==> src/verilog/engine_pipeline_settings.svh <==
// ------------------------------------------------
// Build-time settings for the engine pipeline slot:
// field widths, queue sizing and delay depth
// ------------------------------------------------
`ifndef ENGINE_PIPELINE_SETTINGS_SVH
`define ENGINE_PIPELINE_SETTINGS_SVH

// Packet field widths
`define ENGINE_ID_WIDTH        8
`define ENGINE_ADDR_WIDTH      32
`define ENGINE_DATA_WIDTH      32

// Queue sizing
`define ENGINE_FIFO_DEPTH      16
`define ENGINE_PROG_THRESH     8
`define ENGINE_RST_BUSY_CYCLES 2

// Delay registers between ingress and egress
`define ENGINE_PIPELINE_STAGES 2

`endif

==> src/verilog/engine_pipeline_pkg.sv <==
// ------------------------------------------------
// Packet types shared by all engine pipeline blocks;
// compile before any module that imports it
// ------------------------------------------------
`include "engine_pipeline_settings.svh"
`default_nettype none

package engine_pipeline_pkg;

    // ------------------------------------------------
    // Memory packet
    // ------------------------------------------------

    // Payload carried through the queues, 72 bits
    typedef struct packed {
        logic [`ENGINE_ID_WIDTH-1:0]   id;
        logic [`ENGINE_ADDR_WIDTH-1:0] address;
        logic [`ENGINE_DATA_WIDTH-1:0] data;
    } memory_payload_t;

    // Stage-to-stage form, valid high for one cycle per packet
    typedef struct packed {
        logic            valid;
        memory_payload_t payload;
    } memory_packet_t;

endpackage : engine_pipeline_pkg

`default_nettype wire

==> src/verilog/stage_pipeline.sv <==
// ------------------------------------------------
// Execute stage: delays packets by STAGES registers,
// valid bits clear on reset
// ------------------------------------------------
`default_nettype none
`timescale 1ns/1ps

module stage_pipeline #(
    parameter int STAGES = 2
) (
    input  logic                                ap_clk,
    input  logic                                areset_template_engine,
    input  engine_pipeline_pkg::memory_packet_t packet_in,
    output engine_pipeline_pkg::memory_packet_t packet_out
);

    import engine_pipeline_pkg::*;

    logic [STAGES-1:0] valid_q;
    memory_payload_t   payload_q [STAGES];

    always_ff @(posedge ap_clk) begin
        if (areset_template_engine) begin
            valid_q <= '0;
        end else begin
            valid_q[0] <= packet_in.valid;
            for (int i = 1; i < STAGES; i++) begin
                valid_q[i] <= valid_q[i-1];
            end
        end
    end

    // Payload shift, no reset
    always_ff @(posedge ap_clk) begin
        payload_q[0] <= packet_in.payload;
        for (int i = 1; i < STAGES; i++) begin
            payload_q[i] <= payload_q[i-1];
        end
    end

    assign packet_out.valid   = valid_q[STAGES-1];
    assign packet_out.payload = payload_q[STAGES-1];

endmodule : stage_pipeline

`default_nettype wire
==> config.mk <==
export PLATFORM = sky130hd
export DESIGN_NAME = stage_pipeline
export DESIGN_NICKNAME = d
export VERILOG_FILES = /design/src/verilog/engine_pipeline_pkg.sv /design/src/verilog/stage_pipeline.sv
export VERILOG_INCLUDE_DIRS = /design/src /design/src/verilog
export SDC_FILE = /design/constraint.sdc
export NUM_CORES = 1
export LEC_CHECK = 0
export BUFFER_PORTS_ARGS = -buffer_cell sky130_fd_sc_hd__buf_4
export CAP_MARGIN = 20
export CORE_UTILIZATION = 30
export CTS_BUF_LIST = sky130_fd_sc_hd__clkbuf_4 sky130_fd_sc_hd__clkbuf_8
export CTS_CLUSTER_DIAMETER = 120
export CTS_CLUSTER_SIZE = 30
export DETAILED_ROUTE_END_ITERATION = 8
export GPL_TIMING_DRIVEN = 1
export SYNTH_ARGS = -nofsm -noshare
export SYNTH_HDL_FRONTEND = slang
export SYNTH_SLANG_ARGS = --single-unit
==> constraint.sdc <==
create_clock -name ap_clk -period 0.9 [get_ports ap_clk]
set_clock_uncertainty 0.15 [all_clocks]
set_input_delay 0.045 -clock ap_clk [delete_from_list [all_inputs] [get_ports ap_clk]]
set_output_delay 0.045 -clock ap_clk [all_outputs]
set_load 0.005 [all_outputs]
Yosys cells after proc, flatten, opt, wreduce, memory -nomap -nowiden

Memories as Yosys holds them, arrays and structs flattened.
Cells that the tools add are included.

Bits in writable memories: 144
Memories kept: 1
Logic and storage cells: 2
Bits of input ports: 75
Bits in registers: 2

Memories:

| name      | words | bits a word | read ports | clocked after memory_dff | wr ports | RTL line             | text |
|---|---|---|---|---|---|---|---|
| payload_q | 2     | 72          | 2          | 0                        | 2        | stage_pipeline.sv:20 | `memory_payload_t payload_q [STAGES];` |

Logic depth before layout (Yosys ltp)

Gate-level depths: netlist (run 1).

Word-level depth: 0
Depth in mapped cells: 1
Depth with buffers taken out: 1

Worst setup path after synthesis (run 1)

No wires, ideal clock.

Kind: register -> register
From: register valid_q[0]
To: register valid_q[1]
Cell stages (with the launch flop): 2
Period minus slack after synthesis: 0.640 ns
Path buffers: 0
Setup time: 0.114 ns
Setup slack: 0.260 ns
Data arrival time: 0.376 ns
Path through: dfxtp_1 nor2b_1

RTL lines:

| item                            | RTL line             | text |
|---|---|---|
| start, declared                 | stage_pipeline.sv:19 | `logic [STAGES-1:0] valid_q;` |
| start signal, assigned          | stage_pipeline.sv:26 | `valid_q[0] <= packet_in.valid;` |
| start signal, assigned by index | stage_pipeline.sv:28 | `valid_q[i] <= valid_q[i-1];` |

No word-level cell between the ends.

==> results of run 1 <==
per-stage QoR:
step                setup TNS (ps)  worst slack [ps]
finish                       -9940            -152.2
global route                -14050            -208.0
CTS                         -13740            -199.4
detailed placement               0             248.7
global placement                 0             246.7
floorplan                        0             260.5
cells by family (layout without fill, tap and decap cells):
kind of cell | Yosys count | count (layout) | synth area share
buffers and inverters | 73 | 253 | 0.1573
DFF | 146 | 146 | 0.8391
and+or+nand+nor | 2 | 2 | 0.003591
power by group:
part / leakage [uW] / internal, uW / switching [uW] / total (uW)
Combinational: 0.00110 / 690 / 190 / 880
Clock: 0.000200 / 2930 / 2340 / 5270
Sequential: 0.00123 / 6830 / 116 / 6950
Total: 0.00253 / 10500 / 2650 / 13100
synthesized netlist by cell type:
cell     number
nor2b_1       2
buf_4        73
dfxtp_1     146
flip-flops by register name (all words and copies together), names as in the netlist:
name,flops
payload_q,144
valid_q,2
cell type report:
type	instances	area (um2)
fillers	920	5390
flip-flops and latches	146	2999
repair buffers	221	2077
clock buffers	21	270.3
well taps	140	175.2
clock inverters	11	153.9
multi-input cells	2	12.51
repair_timing:
item / CTS / global route
gates cloned: 0 / 0
endpoints found under the hold margin: 74 / 0
buffers inserted: 0 / 0
resized for setup: 39 / 84
endpoints found under the setup margin: 73 / 73
hold buffers: 74 / 0
metal layers:
metal,wire [um],track usage,vias to the layer above,share of wire
met5,0,0,-,0
met4,90,0.06286,0,0.014
met3,605,0.06224,10,0.096
met2,3468,0.1873,96,0.55
met1,2154,0.08688,894,0.34
li1,-,-,935,-
worst paths after layout:
check | cells past startpoint | slack [ps] | start | to
setup / recovery | 1 | -150 | payload_q[0][125]$_DFF_P_ | packet_out[53]
hold / removal | 2 | 110 | packet_in[31] | payload_q[0][31]$_DFF_P_
setup reg to reg | 1 | 230 | valid_q[0]$_SDFF_PP0_ | valid_q[1]$_SDFF_PP0_
hold reg to reg | 0 | 170 | payload_q[0][8]$_DFF_P_ | payload_q[0][80]$_DFF_P_
==> metrics.md, run 1 <==
| Metric | Value |
|---|---|
| Cell variety after synth | `3` |
| Drt first-iter violations | `47` |
| Max incr delay on CP | `330 ps` |
| Nets | `463` |
| Max Clock Freq | `0.9504 GHz` |
| Detailed Routing Iterations Pass 1 | `4` |
| Syn Nets | `296` |
| CTS tree | `built` |
| Ordered list of cells on the worst path | `buf_6` |
| Synth top area cells | `dfxtp_1 (84%), buf_4 (16%), nor2b_1 (0.36%)` |
| Share of cells above drive strength 1 | `0.5985` |
| CTS Buffer Depth | `2` |
| Cell row count | `38` |
| Post-synthesis sequential area ratio | `0.8391` |
| Avg Synthesized Cell Area | `15.76 um2` |
| Failing checks | `setup timing` |
| Type of origin of the critical path | `register` |
| N_diodes | `0` |
| Clock slew at reported path FFs | `80 ps` |
| DRC errors left | `0` |
| TritonCTS Sinks | `146` |
| Synth-to-Final Area Change | `63.29%` |
| Hold Path Class | `in -> reg` |
| GRT Resource Usage Total | `0.1043` |
| Fin crit period | `1052 ps` |
| Avg WL per Cell | `11.68 um` |
| RSZ-0062 raised after global routing | `true` |
| CP bufs+invs | `1` |
| Routability Congestion | `0.6323` |
| Initial Util | `0.3144` |
| Crit share post-route | `1.169` |
| Final Worst Setup Slack | `-152.2 ps` |
| Antenna Nets Post-Route | `0` |
| Max_cap viols | `0` |
| Final non-filler cell total | `541` |
| Via Count | `1935` |
| Max transition margin | `0.8798` |
| Synth area leader | `dfxtp_1` |
| Critical path's slowest cell | `dfxtp_2` |
| Vias in the first global route | `2009` |
| Die Ht | `109.8 um` |
| Fin. Hold Viols | `0` |
| Cts bufs inserted | `17` |
| Worst VDD drop | `roughly 1.8 mV` |
| Commonest cells after routing, fill and taps aside | `buf_4 (85), dfxtp_1 (85), dlygate4sd3_1 (74), buf_6 (62), dfxtp_2 (61)` |
| H-tree depth | `4` |
| Final setup violation count | `73` |
| Pwr per Cell Area | `2303 nW/um2` |
| Slew @ Worst Pin | `between 150 and 200 ps` |
| Mapped Area | `3483 um2` |
| Final core area utilization | `0.5134` |
| Die Wd | `109.8 um` |
| Top Ports | `148` |
| Root Driver | `clkbuf_8` |
| Finished Cell Area | `5688 um2` |
| Signal arrival time at the worst endpoint | `860 ps` |
| Req. time, crit path | `700 ps` |
| Hold_ws | `112.8 ps` |
| Global route overflow | `0` |
| Synthesized instance count | `roughly 220` |
| Final WL | `6318 um` |
| Delay-heaviest family, CP | `flip-flops` |
| Core outline area | `11080 um2` |
| Initial antenna violation count | `0` |
| IO buf count | `147` |
| Synth Warn # | `0` |
| Critical setup path kind | `reg -> out` |
| Final Max Tran Viols | `0` |
| Placed cell area | `about 4200 um2` |
| Pleak | `0.002529 uW` |
| Die area | `12050 um2` |
| Synth Register Bits | `146` |
| Tot Pwr | `about 13000 uW` |
| Critical path endpoint category | `output pin` |
| Post-synth top area share | `0.8391` |
| Clk_lat worst skew | `420 ps` |
| Vias per inst | `about 3.6` |
| First-pass GRT wire length | `just under 9000 um` |
| CP max FO | `1` |
| Largest net degree at the start of global routing | `17` |
| Placed insts | `435` |
| Status | `finished with violations` |
Power figures use the tool's default switching activity.
==> inputs of run 2 (changes only) <==
--- a/config.mk
+++ b/config.mk
@@ -6,6 +6,7 @@
 export SDC_FILE = /design/constraint.sdc
 export NUM_CORES = 1
 export LEC_CHECK = 0
+export ABC_AREA = 1
 export BUFFER_PORTS_ARGS = -buffer_cell sky130_fd_sc_hd__buf_4
 export CAP_MARGIN = 20
 export CORE_UTILIZATION = 30
@@ -14,6 +15,7 @@
 export CTS_CLUSTER_SIZE = 30
 export DETAILED_ROUTE_END_ITERATION = 8
 export GPL_TIMING_DRIVEN = 1
+export SKIP_CTS_REPAIR_TIMING = 1
 export SYNTH_ARGS = -nofsm -noshare
 export SYNTH_HDL_FRONTEND = slang
 export SYNTH_SLANG_ARGS = --single-unit
==> metrics.md, run 2 <==
| Metric | Value |
|---|---|
| Status | `finished with violations` |
| Failing checks | `setup timing` |
| Syn Nets | `298` |
| Biggest regs | `payload_q (144), valid_q (2)` |
| Asr flop ratio synth | `0` |
| Avg WL per Cell | `~12 um` |
| Nets | `465` |
| Global route overflow | `0` |
| Worst R2R Setup Slack | `270 ps` |
| Signal arrival time at the worst endpoint | `around 870 ps` |
| GRT Resource Usage Total | `0.09145` |
| Max_cap viols | `0` |
| Final Worst Setup Slack | `-165.0 ps` |
| Cell row count | `38` |
| Root Driver | `clkbuf_8` |
| Final core area utilization | `0.5103` |
| Max Clock Freq | `0.9390 GHz` |
| Fin. Hold Viols | `0` |
| Synth top area cells | `dfxtp_1 (84%), buf_4 (16%), inv_1 (0.22%)` |
| Avg Synthesized Cell Area | `15.63 um2` |
| Drt first-iter violations | `39` |
| Share of cells above drive strength 1 | `0.5831` |
| Pwr per Cell Area | `2285 nW/um2` |
| Crit share post-route | `1.183` |
| Commonest cells after routing, fill and taps aside | `buf_4 (90), dfxtp_1 (90), dlygate4sd3_1 (74), buf_6 (57), dfxtp_2 (56)` |
| Final non-filler cell total | `543` |
| H-tree depth | `4` |
| Synth Register Bits | `146` |
| RR Startpoint | `valid_q[0]$_SDFF_PP0_` |
| Die Wd | `109.8 um` |
| Final WL | `approximately 6400 um` |
| Delay-heaviest family, CP | `flip-flops` |
| Most used standard cell by instance count after synthesis | `dfxtp_1` |
| Post-detail-place hpwl | `around 3700 um` |
| Slew @ Worst Pin | `193.7 ps` |
| Initial antenna violation count | `0` |
| DRC errors left | `0` |
| Cell variety after synth | `4` |
| Routability Congestion | `roughly 0.65` |
| Worst R2R End | `valid_q[1]$_SDFF_PP0_` |
| Cells on worst reg2reg path | `2` |
| Max reg flops | `144` |
| Hold_ws | `94.54 ps` |
| Hold Path Class | `in -> reg` |
| N_diodes | `0` |
| Post-synth top area share | `0.8385` |
| Worst setup path start | `payload_q[0][97]$_DFF_P_` |
| Top Ports | `between 100 and 150` |
| Detailed Routing Iterations Pass 1 | `4` |
| Core outline area | `11080 um2` |
| Synth-to-Final Area Change | `62.17%` |
| Max transition margin | `0.8708` |
| Mapped Area | `3486 um2` |
| CTS tree | `built` |
| Clk_lat worst skew | `430 ps` |
| TritonCTS Sinks | `146` |
| Worst VDD drop | `2.151 mV` |
| Type of origin of the critical path | `register` |
| Die area | `about 12000 um2` |
| Initial Util | `0.3147` |
| Clock slew at reported path FFs | `roughly 80 ps` |
| Critical setup path kind | `reg -> out` |
| IO buf count | `147` |
| Req. time, crit path | `roughly 700 ps` |
| Tot Pwr | `12920 uW` |
| Post-synth top cells | `dfxtp_1 (146), buf_4 (73), inv_1 (2), nor2_1 (2)` |
| Synth area leader | `dfxtp_1` |
| Vias per inst | `3.543` |
| Largest net degree at the start of global routing | `17` |
| Startpoint of the worst hold path | `packet_in[2]` |
| CP bufs+invs | `1` |
| Synthesized instance count | `about 220` |
| Critical path's slowest cell | `dfxtp_1` |
| Via Count | `approximately 1900` |
| Placed insts | `437` |
| First-pass GRT wire length | `7417 um` |
| CP max FO | `1` |
| Vias in the first global route | `around 1600` |
| Cts bufs inserted | `17` |
| Max incr delay on CP | `310 ps` |
| Pleak | `0.002545 uW` |
| Dominant synthesized flop cell | `dfxtp_1` |
| Ordered list of cells on the worst path | `buf_4` |
| CTS Buffer Depth | `2` |
| Cell count of the worst hold path | `2` |
| Final Max Tran Viols | `0` |
| CP endpoint | `packet_out[25]` |
| Antenna Nets Post-Route | `0` |
| RSZ-0062 raised after global routing | `true` |
| Critical path endpoint category | `output pin` |
| Die Ht | `~110 um` |
| Synth Warn # | `0` |
| Reg with most FFs | `payload_q` |
| Fin crit period | `1065 ps` |
| Number of synthesized flops with an enable pin | `0` |
| Levels on crit path | `1` |
| Final setup violation count | `73` |
| Post-synthesis sequential area ratio | `0.8385` |
==> run 2: cell count changes in the layout (fill, tap and decap cells not counted), sizes merged <==
cell and delta:
inv +1, nor2 +2, clkbuf +3, clkinvlp -4, bufinv -1, nor2b -2, clkinv +3
==> run 2: where the power goes <==
part           switching, uW  internal [uW]  leakage [uW]
Combinational            191            683       0.00110
Sequential               117           6830       0.00123
Clock                   2240           2850      0.000214
==> run 2: worst min-delay path by stage <==
stage | end | slack (ps)
2_1_floorplan | payload_q[0][0]$_DFF_P_ | -80
5_1_grt | payload_q[0][2]$_DFF_P_ | 60
3_5_place_dp | payload_q[0][37]$_DFF_P_ | 0.6
4_1_cts | payload_q[0][2]$_DFF_P_ | -490
6_report | payload_q[0][2]$_DFF_P_ | 90
3_3_place_gp | payload_q[0][17]$_DFF_P_ | -0.8
==> run 2: logic make-up after synthesis <==
| logic type | synth area share |
|---|---|
| and+or+nand+nor | 0.002154 |
| DFF | 0.8385 |
| buffers and inverters | 0.1594 |
==> run 2: per-layer routing <==
layer  routed length, um  GRT usage  vias to the layer above  part of all wire
met4                 150    0.06857                        0             0.023
li1                    -          -                      942                 -
met5                   0          0                        -                 0
met2                3370     0.1371                      106              0.52
met3                 675    0.06876                       14              0.10
met1                2237    0.08426                      862              0.35
==> run 2: layout make-up <==
| cell class | instances | area, um2 |
|---|---|---|
| tap | 140 | 175.2 |
| clock inverter | 8 | 100.1 |
| sequential | 146 | 2993 |
| fill | 918 | 5425 |
| timing repair buffer | 221 | 2058 |
| multi-input combinational | 2 | 7.507 |
| inverter | 2 | 7.507 |
| clock buffer | 24 | 311.5 |
==> run 2: through the flow <==
step	instance area (um2)	setup TNS (ps)	setup WS [ps]
2_1_floorplan	3486	0	303.7
3_3_place_gp	4217	0	263.4
3_5_place_dp	4217	0	262.5
4_1_cts	4628	-14570	-234.2
5_1_grt	5653	-15300	-229.9
6_report	5653	-10740	-165.0
