===== src/verilog/engine_pipeline_settings.svh =====
// ------------------------------------------------
// Build-time settings for the engine pipeline slot:
// field widths, queue sizing and delay depth
// ------------------------------------------------
`ifndef ENGINE_PIPELINE_SETTINGS_SVH
`define ENGINE_PIPELINE_SETTINGS_SVH

// Packet field widths
`define ENGINE_ID_WIDTH        8
`define ENGINE_ADDR_WIDTH      32
`define ENGINE_DATA_WIDTH      32

// Queue sizing
`define ENGINE_FIFO_DEPTH      16
`define ENGINE_PROG_THRESH     8
`define ENGINE_RST_BUSY_CYCLES 2

// Delay registers between ingress and egress
`define ENGINE_PIPELINE_STAGES 2

`endif


===== src/verilog/engine_pipeline_pkg.sv =====
// ------------------------------------------------
// Packet types shared by all engine pipeline blocks;
// compile before any module that imports it
// ------------------------------------------------
`include "engine_pipeline_settings.svh"
`default_nettype none

package engine_pipeline_pkg;

    // ------------------------------------------------
    // Memory packet
    // ------------------------------------------------

    // Payload carried through the queues, 72 bits
    typedef struct packed {
        logic [`ENGINE_ID_WIDTH-1:0]   id;
        logic [`ENGINE_ADDR_WIDTH-1:0] address;
        logic [`ENGINE_DATA_WIDTH-1:0] data;
    } memory_payload_t;

    // Stage-to-stage form, valid high for one cycle per packet
    typedef struct packed {
        logic            valid;
        memory_payload_t payload;
    } memory_packet_t;

endpackage : engine_pipeline_pkg

`default_nettype wire


===== src/verilog/fifo_status_if.sv =====
// ------------------------------------------------
// Status flags of one queue; the owning block drives
// the source side, readers take the sink side
// ------------------------------------------------
`default_nettype none
`timescale 1ns/1ps

interface fifo_status_if;

    logic empty;
    logic full;
    // Fill level at or above threshold
    logic prog_full;
    // High while the queue comes out of reset
    logic rst_busy;

    modport source (
        output empty,
        output full,
        output prog_full,
        output rst_busy
    );

    modport sink (
        input empty,
        input full,
        input prog_full,
        input rst_busy
    );

endinterface : fifo_status_if

`default_nettype wire


===== src/verilog/packet_fifo.sv =====
// ------------------------------------------------
// Synchronous packet queue with registered read data,
// prog-full flag and a reset-busy window
// ------------------------------------------------
`include "engine_pipeline_settings.svh"
`default_nettype none
`timescale 1ns/1ps

module packet_fifo #(
    parameter type payload_t = engine_pipeline_pkg::memory_payload_t
) (
    input  logic          ap_clk,
    input  logic          areset_template_engine,
    input  logic          wr_en,
    input  payload_t      din,
    input  logic          rd_en,
    output payload_t      dout,
    output logic          valid,
    fifo_status_if.source status
);

    localparam int DEPTH  = `ENGINE_FIFO_DEPTH;
    localparam int THRESH = `ENGINE_PROG_THRESH;
    localparam int BUSY   = `ENGINE_RST_BUSY_CYCLES;
    localparam int PTR_W  = $clog2(DEPTH);
    localparam int CNT_W  = $clog2(DEPTH + 1);
    localparam int BUSY_W = $clog2(BUSY + 1) > 0 ? $clog2(BUSY + 1) : 1;

    payload_t          mem [DEPTH];
    logic [PTR_W-1:0]  wr_ptr;
    logic [PTR_W-1:0]  rd_ptr;
    logic [CNT_W-1:0]  count;
    logic [BUSY_W-1:0] busy_cnt;
    logic              rst_busy_q;
    logic              wr_ok;
    logic              rd_ok;

    // ------------------------------------------------
    // Status flags
    // ------------------------------------------------
    assign status.empty     = (count == '0);
    assign status.full      = (count == CNT_W'(DEPTH));
    assign status.prog_full = (count >= CNT_W'(THRESH));
    assign status.rst_busy  = rst_busy_q;

    // Nothing moves while busy
    assign wr_ok = wr_en & ~status.full & ~rst_busy_q;
    assign rd_ok = rd_en & ~status.empty & ~rst_busy_q;

    // Busy through reset, then BUSY more cycles
    always_ff @(posedge ap_clk) begin
        if (areset_template_engine) begin
            busy_cnt   <= BUSY_W'(BUSY);
            rst_busy_q <= 1'b1;
        end else begin
            if (busy_cnt != '0) begin
                busy_cnt <= busy_cnt - 1'b1;
            end
            rst_busy_q <= (busy_cnt > BUSY_W'(1));
        end
    end

    // ------------------------------------------------
    // Pointers and fill count
    // ------------------------------------------------
    always_ff @(posedge ap_clk) begin
        if (areset_template_engine) begin
            wr_ptr <= '0;
            rd_ptr <= '0;
            count  <= '0;
            valid  <= 1'b0;
        end else begin
            if (wr_ok) begin
                wr_ptr <= (wr_ptr == PTR_W'(DEPTH - 1)) ? '0 : wr_ptr + 1'b1;
            end
            if (rd_ok) begin
                rd_ptr <= (rd_ptr == PTR_W'(DEPTH - 1)) ? '0 : rd_ptr + 1'b1;
            end
            case ({wr_ok, rd_ok})
                2'b10:   count <= count + 1'b1;
                2'b01:   count <= count - 1'b1;
                default: count <= count;
            endcase
            valid <= rd_ok;
        end
    end

    // Storage and read register
    always_ff @(posedge ap_clk) begin
        if (wr_ok) begin
            mem[wr_ptr] <= din;
        end
        if (rd_ok) begin
            dout <= mem[rd_ptr];
        end
    end

endmodule : packet_fifo

`default_nettype wire


===== src/verilog/response_ingress.sv =====
// ------------------------------------------------
// Decode side of a channel: registers the incoming
// packet, queues it, pops while egress has room
// ------------------------------------------------
`default_nettype none
`timescale 1ns/1ps

module response_ingress (
    input  logic                              ap_clk,
    input  logic                              areset_template_engine,
    input  logic                              in_valid,
    input  engine_pipeline_pkg::memory_payload_t in_payload,
    fifo_status_if.sink                       egress_status,
    output engine_pipeline_pkg::memory_packet_t  packet_out,
    fifo_status_if.source                     status
);

    import engine_pipeline_pkg::*;

    logic            in_valid_q;
    memory_payload_t in_payload_q;
    memory_payload_t fifo_dout;
    logic            fifo_valid;
    logic            pop;

    // ------------------------------------------------
    // Input register
    // ------------------------------------------------
    always_ff @(posedge ap_clk) begin
        if (areset_template_engine) begin
            in_valid_q <= 1'b0;
        end else begin
            in_valid_q <= in_valid;
        end
    end

    always_ff @(posedge ap_clk) begin
        in_payload_q <= in_payload;
    end

    // Stall while the egress queue is past its threshold
    assign pop = ~egress_status.prog_full;

    packet_fifo #(
        .payload_t(memory_payload_t)
    ) fifo_inst (
        .ap_clk                (ap_clk),
        .areset_template_engine(areset_template_engine),
        .wr_en                 (in_valid_q),
        .din                   (in_payload_q),
        .rd_en                 (pop),
        .dout                  (fifo_dout),
        .valid                 (fifo_valid),
        .status                (status)
    );

    assign packet_out.valid   = fifo_valid;
    assign packet_out.payload = fifo_dout;

endmodule : response_ingress

`default_nettype wire


===== src/flat_wrapper.sv =====
// flat-port wrapper written by rule: the top's interface ports become plain ports
module response_ingress_flat import engine_pipeline_pkg::*;
  (ap_clk, areset_template_engine, in_valid, in_payload, packet_out, egress_status_empty, egress_status_full, egress_status_prog_full, egress_status_rst_busy, status_empty, status_full, status_prog_full, status_rst_busy);
  fifo_status_if egress_status_i ();
  fifo_status_if status_i ();
  input  logic ap_clk;
  input  logic areset_template_engine;
  input  logic in_valid;
  input  engine_pipeline_pkg::memory_payload_t in_payload;
  output engine_pipeline_pkg::memory_packet_t packet_out;
  input wire logic [$bits(egress_status_i.empty)-1:0] egress_status_empty;
  input wire logic [$bits(egress_status_i.full)-1:0] egress_status_full;
  input wire logic [$bits(egress_status_i.prog_full)-1:0] egress_status_prog_full;
  input wire logic [$bits(egress_status_i.rst_busy)-1:0] egress_status_rst_busy;
  output wire logic [$bits(status_i.empty)-1:0] status_empty;
  output wire logic [$bits(status_i.full)-1:0] status_full;
  output wire logic [$bits(status_i.prog_full)-1:0] status_prog_full;
  output wire logic [$bits(status_i.rst_busy)-1:0] status_rst_busy;
  assign egress_status_i.empty = egress_status_empty;
  assign egress_status_i.full = egress_status_full;
  assign egress_status_i.prog_full = egress_status_prog_full;
  assign egress_status_i.rst_busy = egress_status_rst_busy;
  assign status_empty = status_i.empty;
  assign status_full = status_i.full;
  assign status_prog_full = status_i.prog_full;
  assign status_rst_busy = status_i.rst_busy;
  response_ingress u_core (.ap_clk(ap_clk), .areset_template_engine(areset_template_engine), .in_valid(in_valid), .in_payload(in_payload), .egress_status(egress_status_i), .packet_out(packet_out), .status(status_i));
endmodule

===== config.mk =====
export PLATFORM = sky130hd
export DESIGN_NAME = response_ingress_flat
export DESIGN_NICKNAME = d
export VERILOG_FILES = /design/src/verilog/engine_pipeline_pkg.sv /design/src/verilog/fifo_status_if.sv /design/src/verilog/packet_fifo.sv /design/src/verilog/response_ingress.sv /design/src/flat_wrapper.sv
export VERILOG_INCLUDE_DIRS = /design/src /design/src/verilog
export SDC_FILE = /design/constraint.sdc
export NUM_CORES = 1
export LEC_CHECK = 0
export BUFFER_PORTS_ARGS = -buffer_cell sky130_fd_sc_hd__buf_2
export CAP_MARGIN = 20
export CORE_UTILIZATION = 30
export DETAILED_ROUTE_END_ITERATION = 16
export PLACE_DENSITY = 0.46
export SYNTH_ARGS = -nofsm -noshare
export SYNTH_HDL_FRONTEND = slang
export SYNTH_HIERARCHICAL = 1
export SYNTH_SLANG_ARGS = --single-unit

===== constraint.sdc =====
create_clock -name ap_clk -period 8.45 [get_ports ap_clk]
set_input_delay 0.845 -clock ap_clk [delete_from_list [all_inputs] [get_ports ap_clk]]
set_output_delay 0.845 -clock ap_clk [all_outputs]
set_load 0.01 [all_outputs]

# Word-level counts from Yosys, hierarchy flattened
# Memory sizes are Yosys's and may differ from the RTL's. A register that Yosys moved wholly into a read port is not among the register bits.
# Cells that the tools add are included.
# word_totals
regBits,90
ram_bits,1152
inputBits,79
out_inout_bits,77
word_cells,39
n_memories,1
# classes
addsub,5
order_cmp,2
n_eq_ne,5
mux,5
n_bitwise,8
reduce_logical,3
# memory_table
name,depth,word_bits,rd,rd_ports_with_merged_regs,write_ports,line,rtl
u_core.fifo_inst.mem,16,72,1,1,1,packet_fifo.sv:29,payload_t mem [DEPTH];
# op_table
op,count
one-hot mux 5 bit (2 select lines),1
"adder 4 x 1 -> 4 bit, second input constant",2
"== test 4 bit, second input constant",2
two-way mux 4 bit,2
"adder 5 x 1 -> 5 bit, second input constant",1
"== test 5 bit, second input constant",1
">= comparator 5 x 4 -> 1 bit, second input constant",1
zero test 5 bit,1
"subtractor 5 x 1 -> 5 bit, second input constant",1
bitwise AND 1 bit,4
inverter 1 bit,4
nonzero test 2 bit,2
"== test 2 x 1 -> 1 bit, second input constant",1
"== test 2 bit, second input constant",1
"greater-than comparator 2 x 1 -> 1 bit, second input constant",1
two-way mux 1 bit,2
"subtractor 2 x 1 -> 2 bit, second input constant",1

# Depth between registers and ports, before layout
# depth
word_depth,6
depth_mapped,10
ltp_nobuf,9

# Modules after synthesis
# The synthesis kept the hierarchy.
# modules_own_cells
module,instances,cells_per_inst,area_each_um2,seq_area_each_um2
packet_fifo,1,1952,46170.5,37095.6
response_ingress,1,76,1486.4,1461.4

# Worst setup path before layout
# OpenSTA, ideal clock, no wires.
# synth_timing
path_kind,register to register
start,register u_core.fifo_inst.wr_ptr[0]
end,memory u_core/fifo_inst/mem[3][0] in the netlist's numbering (enable)
setup_time_ps,591
arrival_time_ps,5820
path_slack_ps,2039
stages_incl_launch_ff,5
path_buffers,0
period_less_slack_ps,6411
cell_sequence,dfxtp_1 > ha_1 > inv_1 > a211o_1 > nor3_1
# synth_rtl
item,line,rtl
from (decl),packet_fifo.sv:30,logic [PTR_W-1:0] wr_ptr;
from (signal assigned),packet_fifo.sv:74,wr_ptr <= (wr_ptr == PTR_W'(DEPTH - 1)) ? '0 : wr_ptr + 1'b1;
to (decl),packet_fifo.sv:29,
# Straight into the memory's write port.

==> run metrics <==
status complete, no violations; Fmax 289.4 MHz; FF+latch count, synth 1314; Post-CTS Hold Buffers 0; worst-path maximum fanout 44; clock tree from TritonCTS done; Max transition margin 27.05%; initial core utilization 30.37%; All-Layer GR Usage 14.57%; Core Area 156900 µm²; Hold Worst Slack 0.1727 ns; 1st-pass router iterations 5; Mapped Avg Cell Area 23.50 µm²; post-route minimum period 3.456 ns; Tightest Pin Transition 1.094 ns; vias in the first global route 23544; post-synthesis sequential area ratio 80.91%; Peak supply drop 0.1955 mV; Yosys top cell area share 77.12%; RSZ-0062 raised after global routing no; WS Path Type reg -> reg; layer with the highest usage met2; CP Capture Type flip-flop; CTS sink count 1314; Final Instance Area 55480 µm²; met3 usage 2.552%; Post-synth EDFFs 1224; Fin. Hold Viols 0; area of the multi-input gates 8657 µm²; met2 Use GR 25.40%; Synth Instances 2028; cell mode on critical path buf_4; Die W 400.6 µm; Boundary Pins 156; final core occ 35.35%; critical path arrival 3.93 ns; Area growth syn-to-layout 16.42%; placed cell area 50890 µm²; clock skew 0.02531 ns; row cnt 145; Ys Warns 6; Final #Nets 2349; clk buf depth 3; commonest non-fill, non-tap cell in the layout edfxtp_1; async set or reset register ratio after synthesis 0%; Root Buffer clkbuf_16; Setup WS pre-CTS 4.732 ns; initial antenna violation count 5; crit-path max cell delay 0.85 ns; Inserted Clock Buffers 143; Synth area leaders edfxtp_1 (77%), mux4_2 (14%), dfxtp_1 (3.8%), a22oi_1 (2.3%), nand2_1 (0.58%); GRT overflow 0; Required @ worst endpoint 8.93 ns; Slowest cell on crit path buf_4; syn nets 2119; largest net degree at the start of global routing 129; Hold Path Class in -> reg; ANT nets after route 0; drt total wl 116500 µm; Storage cell area 38560 µm²; Filler cells 14437; post-synthesis cell type count 39; Via-to-Cell Ratio 4.801; wire length of the first global-routing pass 167200 µm; DRT iter0 DRCs 1477; Max-Cap Viols 0; clock-pin slew on the worst setup and hold paths 0.06 ns; via count 21278; die area 160500 µm²; H-tree Lvls 4; largest area contributor in the netlist edfxtp_1; setup TNS 0 ns; Power Density 243.0 nW/µm²; routed len/inst 26.28 µm; worst path cell trace buf_4 -> buf_4 -> mux4_2 -> a22oi_1 -> nand2_1; final period utilization 40.89%; PortBufs 152; HPWL after DPL 55370 µm; setup slack after layout 4.994 ns; post_cts resized 0; Slew Limit Fails 0; most frequent cells in the layout edfxtp_1 (1224), mux4_2 (288), buf_2 (152); top_reg_cell synth edfxtp_1; number of remaining DRC errors 0; share of cells above drive strength 1 29.57%; Setup crit start kind flip-flop; leakage power figure 17.20 nW; postcts setup bufs 0; final RePlAce weighted congestion 0.6635; Final Setup Violations 0; clock latency on the worst-skew pair 0.77 ns; Cell Area, Synth 47660 µm²; GR Util met1 18.41%; Antenna diodes 0; Die H 400.6 µm
[final cells by class]
type                            count  share of cell area, %
Tap cell                         2058                  4.641
Timing Repair Buffer              189                  1.917
Multi-Input combinational cell    602                  15.60
Sequential cell                  1314                  69.51
Clock buffer                      201                  7.250
Clock inverter                     60                  1.024
Inverter                            8                0.05412
[state kept, by name, summed over array words and instances (netlist names)]
register and flops:
u_core/fifo_inst/busy_cnt 2, u_core/fifo_inst/status.rst_busy 1, u_core/fifo_inst/dout 72, u_core/in_valid_q 1, u_core/fifo_inst/valid 1, u_core/fifo_inst/wr_ptr 4, u_core/fifo_inst/rd_ptr 4, u_core/fifo_inst/count 5
u_core/in_payload_q 72, u_core/fifo_inst/mem 1152
[synthesized netlist by cell type (all sizes together), types with 3 or more instances]
| master | number |
|---|---|
| mux4 | 288 |
| inv | 8 |
| and2 | 3 |
| buf | 51 |
| and3 | 14 |
| nor2 | 17 |
| xor2 | 4 |
| mux2i | 6 |
| nor2b | 8 |
| nand2 | 74 |
| ha | 11 |
| dfxtp | 90 |
| a21oi | 9 |
| a22oi | 144 |
| clkbuf | 53 |
| edfxtp | 1224 |
[logic make-up after synthesis]
group	after synthesis	share of synthesized area, %
DFF	1314	80.91
muxes	294	13.74
AOI/OAI and AO/OA	164	2.547
and+or+nand+nor	127	1.213
buffers and inverters	112	1.176
adders and majority gates	12	0.3308
xor gates and xnor gates	5	0.09189
[worst paths after layout]
| check | to | cells after the start | start | slack [ns] |
|---|---|---|---|---|
| worst max-delay path | u_core/fifo_inst/dout[46] | 5 | u_core/fifo_inst/rd_ptr[0] | 4.99 |
| worst min-delay path | u_core/in_payload_q[43] | 1 | in_payload[43] | 0.17 |
| worst max register to register | u_core/fifo_inst/dout[46] | 5 | u_core/fifo_inst/rd_ptr[0] | 4.99 |
| worst min register to register | u_core/fifo_inst/status.rst_busy | 2 | u_core/fifo_inst/busy_cnt[1] | 0.53 |
[worst max-delay path: cells and delay by family (launching register included)]
family / cells / cell delay [ns]
flip-flops: 1 / 0.57
buffers and inverters: 2 / 1.57
AND/OR/NAND/NOR: 1 / 0.14
multiplexers: 1 / 0.62
AO/OA/AOI/OAI: 1 / 0.21
[power breakdown]
group          switching [mW]  total [mW]  leakage (nW)  internal (mW)
clock                    2.52        6.07          2.23           3.55
combinational          0.0962       0.175          3.21         0.0793
sequential             0.0829        7.24          11.8           7.16
total                    2.70        13.5          17.2           10.8
[metrics by stage]
step / power, mW / cells
after floorplan: 7.455 / 2028
after global placement: 7.546 / 4171
after detailed placement: 7.560 / 4171
after CTS: 13.68 / 4432
after global routing: 13.94 / 4432
final: 13.48 / 4432
[layer usage]
layer	up-vias	wire length (µm)	share of wire, %
li1	9082	-	-
met1	11605	49590	43
met2	410	60200	52
met3	181	3882	3.3
met4	0	2785	2.4
met5	-	0	0
Power figures use the tool's default switching activity.
