## src/verilog/engine_pipeline_settings.svh

```systemverilog
// ------------------------------------------------
// Build-time settings for the engine pipeline slot:
// field widths, queue sizing and delay depth
// ------------------------------------------------
`ifndef ENGINE_PIPELINE_SETTINGS_SVH
`define ENGINE_PIPELINE_SETTINGS_SVH

// Packet field widths
`define ENGINE_ID_WIDTH        8
`define ENGINE_ADDR_WIDTH      32
`define ENGINE_DATA_WIDTH      32

// Queue sizing
`define ENGINE_FIFO_DEPTH      16
`define ENGINE_PROG_THRESH     8
`define ENGINE_RST_BUSY_CYCLES 2

// Delay registers between ingress and egress
`define ENGINE_PIPELINE_STAGES 2

`endif

```

## src/verilog/engine_pipeline_pkg.sv

```systemverilog
// ------------------------------------------------
// Packet types shared by all engine pipeline blocks;
// compile before any module that imports it
// ------------------------------------------------
`include "engine_pipeline_settings.svh"
`default_nettype none

package engine_pipeline_pkg;

    // ------------------------------------------------
    // Memory packet
    // ------------------------------------------------

    // Payload carried through the queues, 72 bits
    typedef struct packed {
        logic [`ENGINE_ID_WIDTH-1:0]   id;
        logic [`ENGINE_ADDR_WIDTH-1:0] address;
        logic [`ENGINE_DATA_WIDTH-1:0] data;
    } memory_payload_t;

    // Stage-to-stage form, valid high for one cycle per packet
    typedef struct packed {
        logic            valid;
        memory_payload_t payload;
    } memory_packet_t;

endpackage : engine_pipeline_pkg

`default_nettype wire

```

## src/verilog/fifo_status_if.sv

```systemverilog
// ------------------------------------------------
// Status flags of one queue; the owning block drives
// the source side, readers take the sink side
// ------------------------------------------------
`default_nettype none
`timescale 1ns/1ps

interface fifo_status_if;

    logic empty;
    logic full;
    // Fill level at or above threshold
    logic prog_full;
    // High while the queue comes out of reset
    logic rst_busy;

    modport source (
        output empty,
        output full,
        output prog_full,
        output rst_busy
    );

    modport sink (
        input empty,
        input full,
        input prog_full,
        input rst_busy
    );

endinterface : fifo_status_if

`default_nettype wire

```

## src/verilog/packet_fifo.sv

```systemverilog
// ------------------------------------------------
// Synchronous packet queue with registered read data,
// prog-full flag and a reset-busy window
// ------------------------------------------------
`include "engine_pipeline_settings.svh"
`default_nettype none
`timescale 1ns/1ps

module packet_fifo #(
    parameter type payload_t = engine_pipeline_pkg::memory_payload_t
) (
    input  logic          ap_clk,
    input  logic          areset_template_engine,
    input  logic          wr_en,
    input  payload_t      din,
    input  logic          rd_en,
    output payload_t      dout,
    output logic          valid,
    fifo_status_if.source status
);

    localparam int DEPTH  = `ENGINE_FIFO_DEPTH;
    localparam int THRESH = `ENGINE_PROG_THRESH;
    localparam int BUSY   = `ENGINE_RST_BUSY_CYCLES;
    localparam int PTR_W  = $clog2(DEPTH);
    localparam int CNT_W  = $clog2(DEPTH + 1);
    localparam int BUSY_W = $clog2(BUSY + 1) > 0 ? $clog2(BUSY + 1) : 1;

    payload_t          mem [DEPTH];
    logic [PTR_W-1:0]  wr_ptr;
    logic [PTR_W-1:0]  rd_ptr;
    logic [CNT_W-1:0]  count;
    logic [BUSY_W-1:0] busy_cnt;
    logic              rst_busy_q;
    logic              wr_ok;
    logic              rd_ok;

    // ------------------------------------------------
    // Status flags
    // ------------------------------------------------
    assign status.empty     = (count == '0);
    assign status.full      = (count == CNT_W'(DEPTH));
    assign status.prog_full = (count >= CNT_W'(THRESH));
    assign status.rst_busy  = rst_busy_q;

    // Nothing moves while busy
    assign wr_ok = wr_en & ~status.full & ~rst_busy_q;
    assign rd_ok = rd_en & ~status.empty & ~rst_busy_q;

    // Busy through reset, then BUSY more cycles
    always_ff @(posedge ap_clk) begin
        if (areset_template_engine) begin
            busy_cnt   <= BUSY_W'(BUSY);
            rst_busy_q <= 1'b1;
        end else begin
            if (busy_cnt != '0) begin
                busy_cnt <= busy_cnt - 1'b1;
            end
            rst_busy_q <= (busy_cnt > BUSY_W'(1));
        end
    end

    // ------------------------------------------------
    // Pointers and fill count
    // ------------------------------------------------
    always_ff @(posedge ap_clk) begin
        if (areset_template_engine) begin
            wr_ptr <= '0;
            rd_ptr <= '0;
            count  <= '0;
            valid  <= 1'b0;
        end else begin
            if (wr_ok) begin
                wr_ptr <= (wr_ptr == PTR_W'(DEPTH - 1)) ? '0 : wr_ptr + 1'b1;
            end
            if (rd_ok) begin
                rd_ptr <= (rd_ptr == PTR_W'(DEPTH - 1)) ? '0 : rd_ptr + 1'b1;
            end
            case ({wr_ok, rd_ok})
                2'b10:   count <= count + 1'b1;
                2'b01:   count <= count - 1'b1;
                default: count <= count;
            endcase
            valid <= rd_ok;
        end
    end

    // Storage and read register
    always_ff @(posedge ap_clk) begin
        if (wr_ok) begin
            mem[wr_ptr] <= din;
        end
        if (rd_ok) begin
            dout <= mem[rd_ptr];
        end
    end

endmodule : packet_fifo

`default_nettype wire

```

## src/verilog/request_egress.sv

```systemverilog
// ------------------------------------------------
// Result side of a channel: queues delayed packets
// and registers them out on downstream pop
// ------------------------------------------------
`default_nettype none
`timescale 1ns/1ps

module request_egress (
    input  logic                                 ap_clk,
    input  logic                                 areset_template_engine,
    input  engine_pipeline_pkg::memory_packet_t  packet_in,
    input  logic                                 pop,
    output logic                                 out_valid,
    output engine_pipeline_pkg::memory_payload_t out_payload,
    fifo_status_if.source                        status
);

    import engine_pipeline_pkg::*;

    memory_payload_t fifo_dout;
    logic            fifo_valid;

    // Delayed packets go straight in, pop follows downstream
    packet_fifo #(
        .payload_t(memory_payload_t)
    ) fifo_inst (
        .ap_clk                (ap_clk),
        .areset_template_engine(areset_template_engine),
        .wr_en                 (packet_in.valid),
        .din                   (packet_in.payload),
        .rd_en                 (pop),
        .dout                  (fifo_dout),
        .valid                 (fifo_valid),
        .status                (status)
    );

    // ------------------------------------------------
    // Output register
    // ------------------------------------------------
    always_ff @(posedge ap_clk) begin
        if (areset_template_engine) begin
            out_valid <= 1'b0;
        end else begin
            out_valid <= fifo_valid;
        end
    end

    always_ff @(posedge ap_clk) begin
        out_payload <= fifo_dout;
    end

endmodule : request_egress

`default_nettype wire

```

## src/flat_wrapper.sv

```systemverilog
// flat-port wrapper written by rule: the top's interface ports become plain ports
module request_egress_flat import engine_pipeline_pkg::*;
  (ap_clk, areset_template_engine, packet_in, pop, out_valid, out_payload, status_empty, status_full, status_prog_full, status_rst_busy);
  fifo_status_if status_i ();
  input  logic ap_clk;
  input  logic areset_template_engine;
  input  engine_pipeline_pkg::memory_packet_t packet_in;
  input  logic pop;
  output logic out_valid;
  output engine_pipeline_pkg::memory_payload_t out_payload;
  output wire logic [$bits(status_i.empty)-1:0] status_empty;
  output wire logic [$bits(status_i.full)-1:0] status_full;
  output wire logic [$bits(status_i.prog_full)-1:0] status_prog_full;
  output wire logic [$bits(status_i.rst_busy)-1:0] status_rst_busy;
  assign status_empty = status_i.empty;
  assign status_full = status_i.full;
  assign status_prog_full = status_i.prog_full;
  assign status_rst_busy = status_i.rst_busy;
  request_egress u_core (.ap_clk(ap_clk), .areset_template_engine(areset_template_engine), .packet_in(packet_in), .pop(pop), .out_valid(out_valid), .out_payload(out_payload), .status(status_i));
endmodule
```

## config.mk

```make
export PLATFORM = sky130hd
export DESIGN_NAME = request_egress_flat
export DESIGN_NICKNAME = d
export VERILOG_FILES = /design/src/verilog/engine_pipeline_pkg.sv /design/src/verilog/fifo_status_if.sv /design/src/verilog/packet_fifo.sv /design/src/verilog/request_egress.sv /design/src/flat_wrapper.sv
export VERILOG_INCLUDE_DIRS = /design/src /design/src/verilog
export SDC_FILE = /design/constraint.sdc
export NUM_CORES = 1
export LEC_CHECK = 0
export BUFFER_PORTS_ARGS = -buffer_cell sky130_fd_sc_hd__buf_2
export CELL_PAD_IN_SITES_DETAIL_PLACEMENT = 2
export CELL_PAD_IN_SITES_GLOBAL_PLACEMENT = 2
export CORE_UTILIZATION = 54
export DETAILED_ROUTE_END_ITERATION = 12
export PLACE_DENSITY_LB_ADDON = 0.08
export SETUP_SLACK_MARGIN = 0.1
export SLEW_MARGIN = 0
export SYNTH_ARGS = -nofsm -noshare
export SYNTH_HDL_FRONTEND = slang
export SYNTH_SLANG_ARGS = --single-unit
```

## constraint.sdc

```tcl
create_clock -name ap_clk -period 16.3 [get_ports ap_clk]
set_input_delay 1.63 -clock ap_clk [delete_from_list [all_inputs] [get_ports ap_clk]]
set_output_delay 1.63 -clock ap_clk [all_outputs]
set_load 0.005 [all_outputs]
```

==> reports/results.tsv, run 1 <==
stage	metric	value	unit
yosys	Synth Instances	2026	
outcome	Stop stage	detailed placement (3_5_place_dp)	
yosys	top_reg_cell synth	edfxtp_1	
floorplanning	initial cell density of the core	54.7	%
placement	port bufs	152	
placement	post-DP HPWL	84700	um
placement	gp weighted congestion	0.716	
yosys	post-synthesis sequential area ratio	80.9	%
outcome	status	did not finish	
yosys	top area cells in the synthesized netlist	edfxtp_1, mux4_2, dfxtp_1, a22oi_1, nand2_1	
yosys	Yosys top cell by area	edfxtp_1	
floorplanning	I/O Pins	153	
outcome	Tool Error	[ERROR DPL-0033] detailed placement checks failed during check placement.	
yosys	Yosys cell types	38	
floorplanning	Die Wd	299	um
yosys	Post-synth ARST share	0	%
yosys	fraction of synthesized cell area taken by the top area cell type	77.2	%
yosys	number of synthesized flops with an enable pin	1224	
yosys	Post-Syn Area	47600	sq um
yosys	Syn Area/Cell	23.5	sq um
floorplanning	Row Count	108	
yosys	Syn Nets	2114	
yosys	yosys warns	0	
floorplanning	Die Y	299	um
yosys	#FFs+latches synth	1314	
==> cell usage after synthesis, types with 2 or more instances <==
library cell / instances
edfxtp_1: 1224
mux4_2: 288
a22oi_1: 144
dfxtp_1: 90
nand2_1: 74
clkbuf_1: 44
buf_4: 25
buf_1: 24
nor2_1: 17
and3_1: 14
ha_1: 11
a21oi_1: 9
nor2b_1: 8
inv_1: 7
buf_2: 6
mux2i_1: 6
buf_6: 4
xor2_1: 4
and2_1: 3
a21o_1: 2
a41oi_1: 2
nor4_1: 2
or2_2: 2
or4_1: 2
==> metrics by stage <==
step | std cells | hold slack [ns] | worst slack (ns)
global placement | 3264 | 0.324 | 11.67
floorplan | 2026 | 0.323 | 8.81
==> kinds of logic after synthesis <==
kind of cell	Yosys count	synth area share (%)
AO/OA/AOI/OAI	164	2.55
XOR/XNOR	5	0.0919
adder cells (fa/ha/maj)	12	0.331
buffers and inverters	110	1.14
flip-flops	1314	80.9
multiplexers	294	13.7
AND/OR/NAND/NOR	127	1.20
==> run 2: changes to the inputs <==
Settings changed: CELL_PAD_IN_SITES_DETAIL_PLACEMENT 2 to not set, CELL_PAD_IN_SITES_GLOBAL_PLACEMENT 2 to not set, CORE_UTILIZATION 54 to 40, PLACE_DENSITY_LB_ADDON 0.08 to 0.15, SETUP_SLACK_MARGIN 0.1 to not set.
==> run 2 against run 1 <==
- the flow now finishes without violations
- synthesized cell count unchanged
- area after synthesis unchanged
==> reports/results.tsv, run 2 <==
stage	metric	value	unit	change
power	Comb power frac	2.6	%	
finish	Most flops, register	u_core.fifo_inst.mem		
finish	Multi-input gate area	8650	sq um	
yosys	#FFs+latches synth	1314		unchanged
finish	Largest register FFs	1152		
timing	Final min period	4.70	ns	
drt	Pre-Repair DR Iteration Count	5		
finish	layout cell share with drive strength beyond 1	29.5	%	
yosys	Synth top cells by count	edfxtp_1, mux4_2, a22oi_1, dfxtp_1, nand2_1		
critical_path	Max stage delay on crit path	0.87	ns	
timing	worst clock skew	0.0272	ns	
timing	relative slew slack	20.0	%	
power	Pint	0.00564	W	
yosys	yosys warns	0		unchanged
drt	met3 wire len	4650	um	
critical_path	crit-path cells	buf_12 > buf_4 > buf_12 > mux4_2 > a22oi_1 > nand2_1		
drt	final antenna-violating net count	0		
floorplanning	I/O Pins	153		unchanged
timing	fmax	213	MHz	
power	P_sw	0.00139	W	
yosys	Syn Area/Cell	23.5	sq um	unchanged
cts	H-tree levels	4		
critical_path	Critical R2R Launch	u_core.fifo_inst.rd_ptr[0]		
drt	Max Used Layer	met5		
global_route	gr ovfl total	0		
yosys	top area cells in the synthesized netlist	edfxtp_1, mux4_2, dfxtp_1, a22oi_1, nand2_1		
timing	Final Max Slew Viols	0		
critical_path	WP buf/inv	3		
yosys	Yosys cell types	38		unchanged
floorplanning	Core ar.	118000	sq um	
critical_path	slowest stage cell, crit path	buf_4		
drt	DR WL/cell	27.5	um	
critical_path	critical path peak fanout	113		
power	Seq pwr share	53.2	%	
power	Switching Share	19.8	%	
placement	gp weighted congestion	0.701		-2.0%
timing	Worst Tran Pin Value	1.20	ns	
power	Clk network pwr share	44.2	%	
drt	vias per inst	5.45		
critical_path	CP Launch Point	u_core.fifo_inst.rd_ptr[0]		
cts	# hold bufs at CTS	0		
critical_path	CP Data Required Time	16.76	ns	
yosys	most frequent cell after synthesis	edfxtp_1		
cts	CTS tree	built		
cts	Num CTS Buffers	139		
yosys	Post-synth ARST share	0	%	unchanged
worst_hold_path	hold_sp	u_core.fifo_inst.dout[19]		
finish	nets@finish	2336		
drt	number of DRC markers in iteration 0	1615		
global_route	largest net degree at the start of global routing	114		
timing	Hold Fails Final Rpt	0		
critical_path	Startpoint Class	flop		
critical_path	reg2reg setup slack	11.60	ns	
timing	final worst path period share	28.8	%	
critical_path	most frequent CP cell	buf_12		
global_route	vias in the first global route	23200		
worst_hold_path	Hold Crit Class	reg2reg		
placement	post-DP HPWL	52400	um	-38%
cts	Reg clk slew, reported paths	0.06	ns	
timing	WHS	0.340	ns	
power	PwrDens	128	nW/um^2	
finish	top flop regs	u_core.fifo_inst.mem: 1152 flops, u_core.fifo_inst.dout: 72 flops, u_core.out_payload: 72 flops		
cts	CTS root buffer	clkbuf_16		
critical_path	cell family with most CP delay	buffers and inverters		
drt	# DRC	0		
global_route	first-pass GRT wire length	158000	um	
critical_path	WP data arrival	5.16	ns	
floorplanning	Die Wd	347	um	+16%
yosys	Synth Instances	2026		unchanged
drt	met2 WL	53100	um	
floorplanning	initial cell density of the core	40.3	%	-14 points
yosys	top_reg_cell synth	edfxtp_1		
drt	Vias	21300		
floorplanning	total die area	120000	sq um	
critical_path	crit path kind	reg2reg		
yosys	number of synthesized flops with an enable pin	1224		unchanged
cts	clk_lat worst skew	0.74	ns	
cts	CTS max path bufs	3		
cts	setup bufs post-CTS	0		
finish	Area Growth Syn to Fin	14.9	%	
timing	setup TNS	0	ns	
yosys	post-synthesis sequential area ratio	80.9	%	unchanged
floorplanning	Die Y	347	um	+16%
drt	M1 wire length	47000	um	
cts	Post-CTS Resized	0		
outcome	status	finished clean		
yosys	fraction of synthesized cell area taken by the top area cell type	77.2	%	unchanged
yosys	Syn Nets	2114		unchanged
yosys	Yosys top cell by area	edfxtp_1		
flow_run	max_cap viols	0		
power	LEAKAGE	17.1	nW	
timing	count of final setup violators	0		
finish	most frequent cells in the layout	edfxtp_1, mux4_2, buf_2, clkbuf_16, a22oi_1		
finish	most common cell after layout, fill and taps aside	edfxtp_1		
placement	port bufs	152		unchanged
yosys	Post-Syn Area	47600	sq um	unchanged
drt	overall routed net length	107000	um	
floorplanning	Row Count	126		+17%
finish	final core area utilization	46.3	%	
critical_path	Crit. End Element	flop		
cts	clk sinks	1314		
finish	register area	38600	sq um	
timing	RSZ-0062 raised after global routing	no		
global_route	Total Routing Usage GR	18.1	%	
power	VDD IR max	105	uV	
finish	fillers	9677		
global_route	antenna violations before repair	15		
==> run 2: cell counts after synthesis <==
No cell type changed its count.
==> run 2: cells by family (layout without fill, tap and decap cells) <==
| group | Yosys count | after routing | share of synthesized area, % |
|---|---|---|---|
| DFF | 1314 | 1314 | 80.9 |
| muxes | 294 | 294 | 13.7 |
| AOI/OAI and AO/OA | 164 | 164 | 2.55 |
| and+or+nand+nor | 127 | 127 | 1.20 |
| buffers and inverters | 110 | 446 | 1.14 |
| adders and majority gates | 12 | 12 | 0.331 |
| xor gates and xnor gates | 5 | 5 | 0.0919 |
| other | 0 | 3 | 0 |
==> run 2: final cells by class <==
type | count | area share [%]
antenna | 3 | 0.0137
tap | 1536 | 3.51
sequential | 1314 | 70.5
inverter | 7 | 0.0480
clock inverter | 55 | 0.988
timing repair buffer | 184 | 1.87
multi-input combinational | 602 | 15.8
clock buffer | 200 | 7.28
==> run 2: path summary, 6_finish.rpt <==
| kind | end | cells after the start |
|---|---|---|
| min | u_core.out_payload[19] | 0 |
| min reg2reg | u_core.out_payload[19] | 0 |
| max reg2reg | u_core.fifo_inst.dout[50] | 6 |
| max | u_core.fifo_inst.dout[50] | 6 |
==> run 2: power groups by stage <==
stage	clock network (W)	registers, W	logic, W
floorplan	0	0.00380	0.000102
global placement	0	0.00380	0.000184
finish	0.00310	0.00373	0.000185
CTS	0.00319	0.00373	0.000191
global route	0.00330	0.00374	0.000206
detailed placement	0	0.00381	0.000190
==> run 2: metrics by stage <==
step,setup slack [ns],cell area (sq um),power (W),instances
3_5_place_dp,11.42,50200,0.00400,3643
6_report,11.60,54700,0.00702,3901
5_1_grt,11.07,54700,0.00724,3899
3_3_place_gp,11.41,50200,0.00399,3643
2_1_floorplan,8.81,47600,0.00391,2026
4_1_cts,11.41,54700,0.00711,3898
==> run 2: routing by layer <==
layer / vias up / GRT usage (%)
li1: 9055 / -
met1: 11500 / 24.7
met2: 509 / 29.9
met3: 159 / 3.09
met4: 4 / 5.26
met5: - / 0
Note: power is estimated with default switching activity, not from simulation.
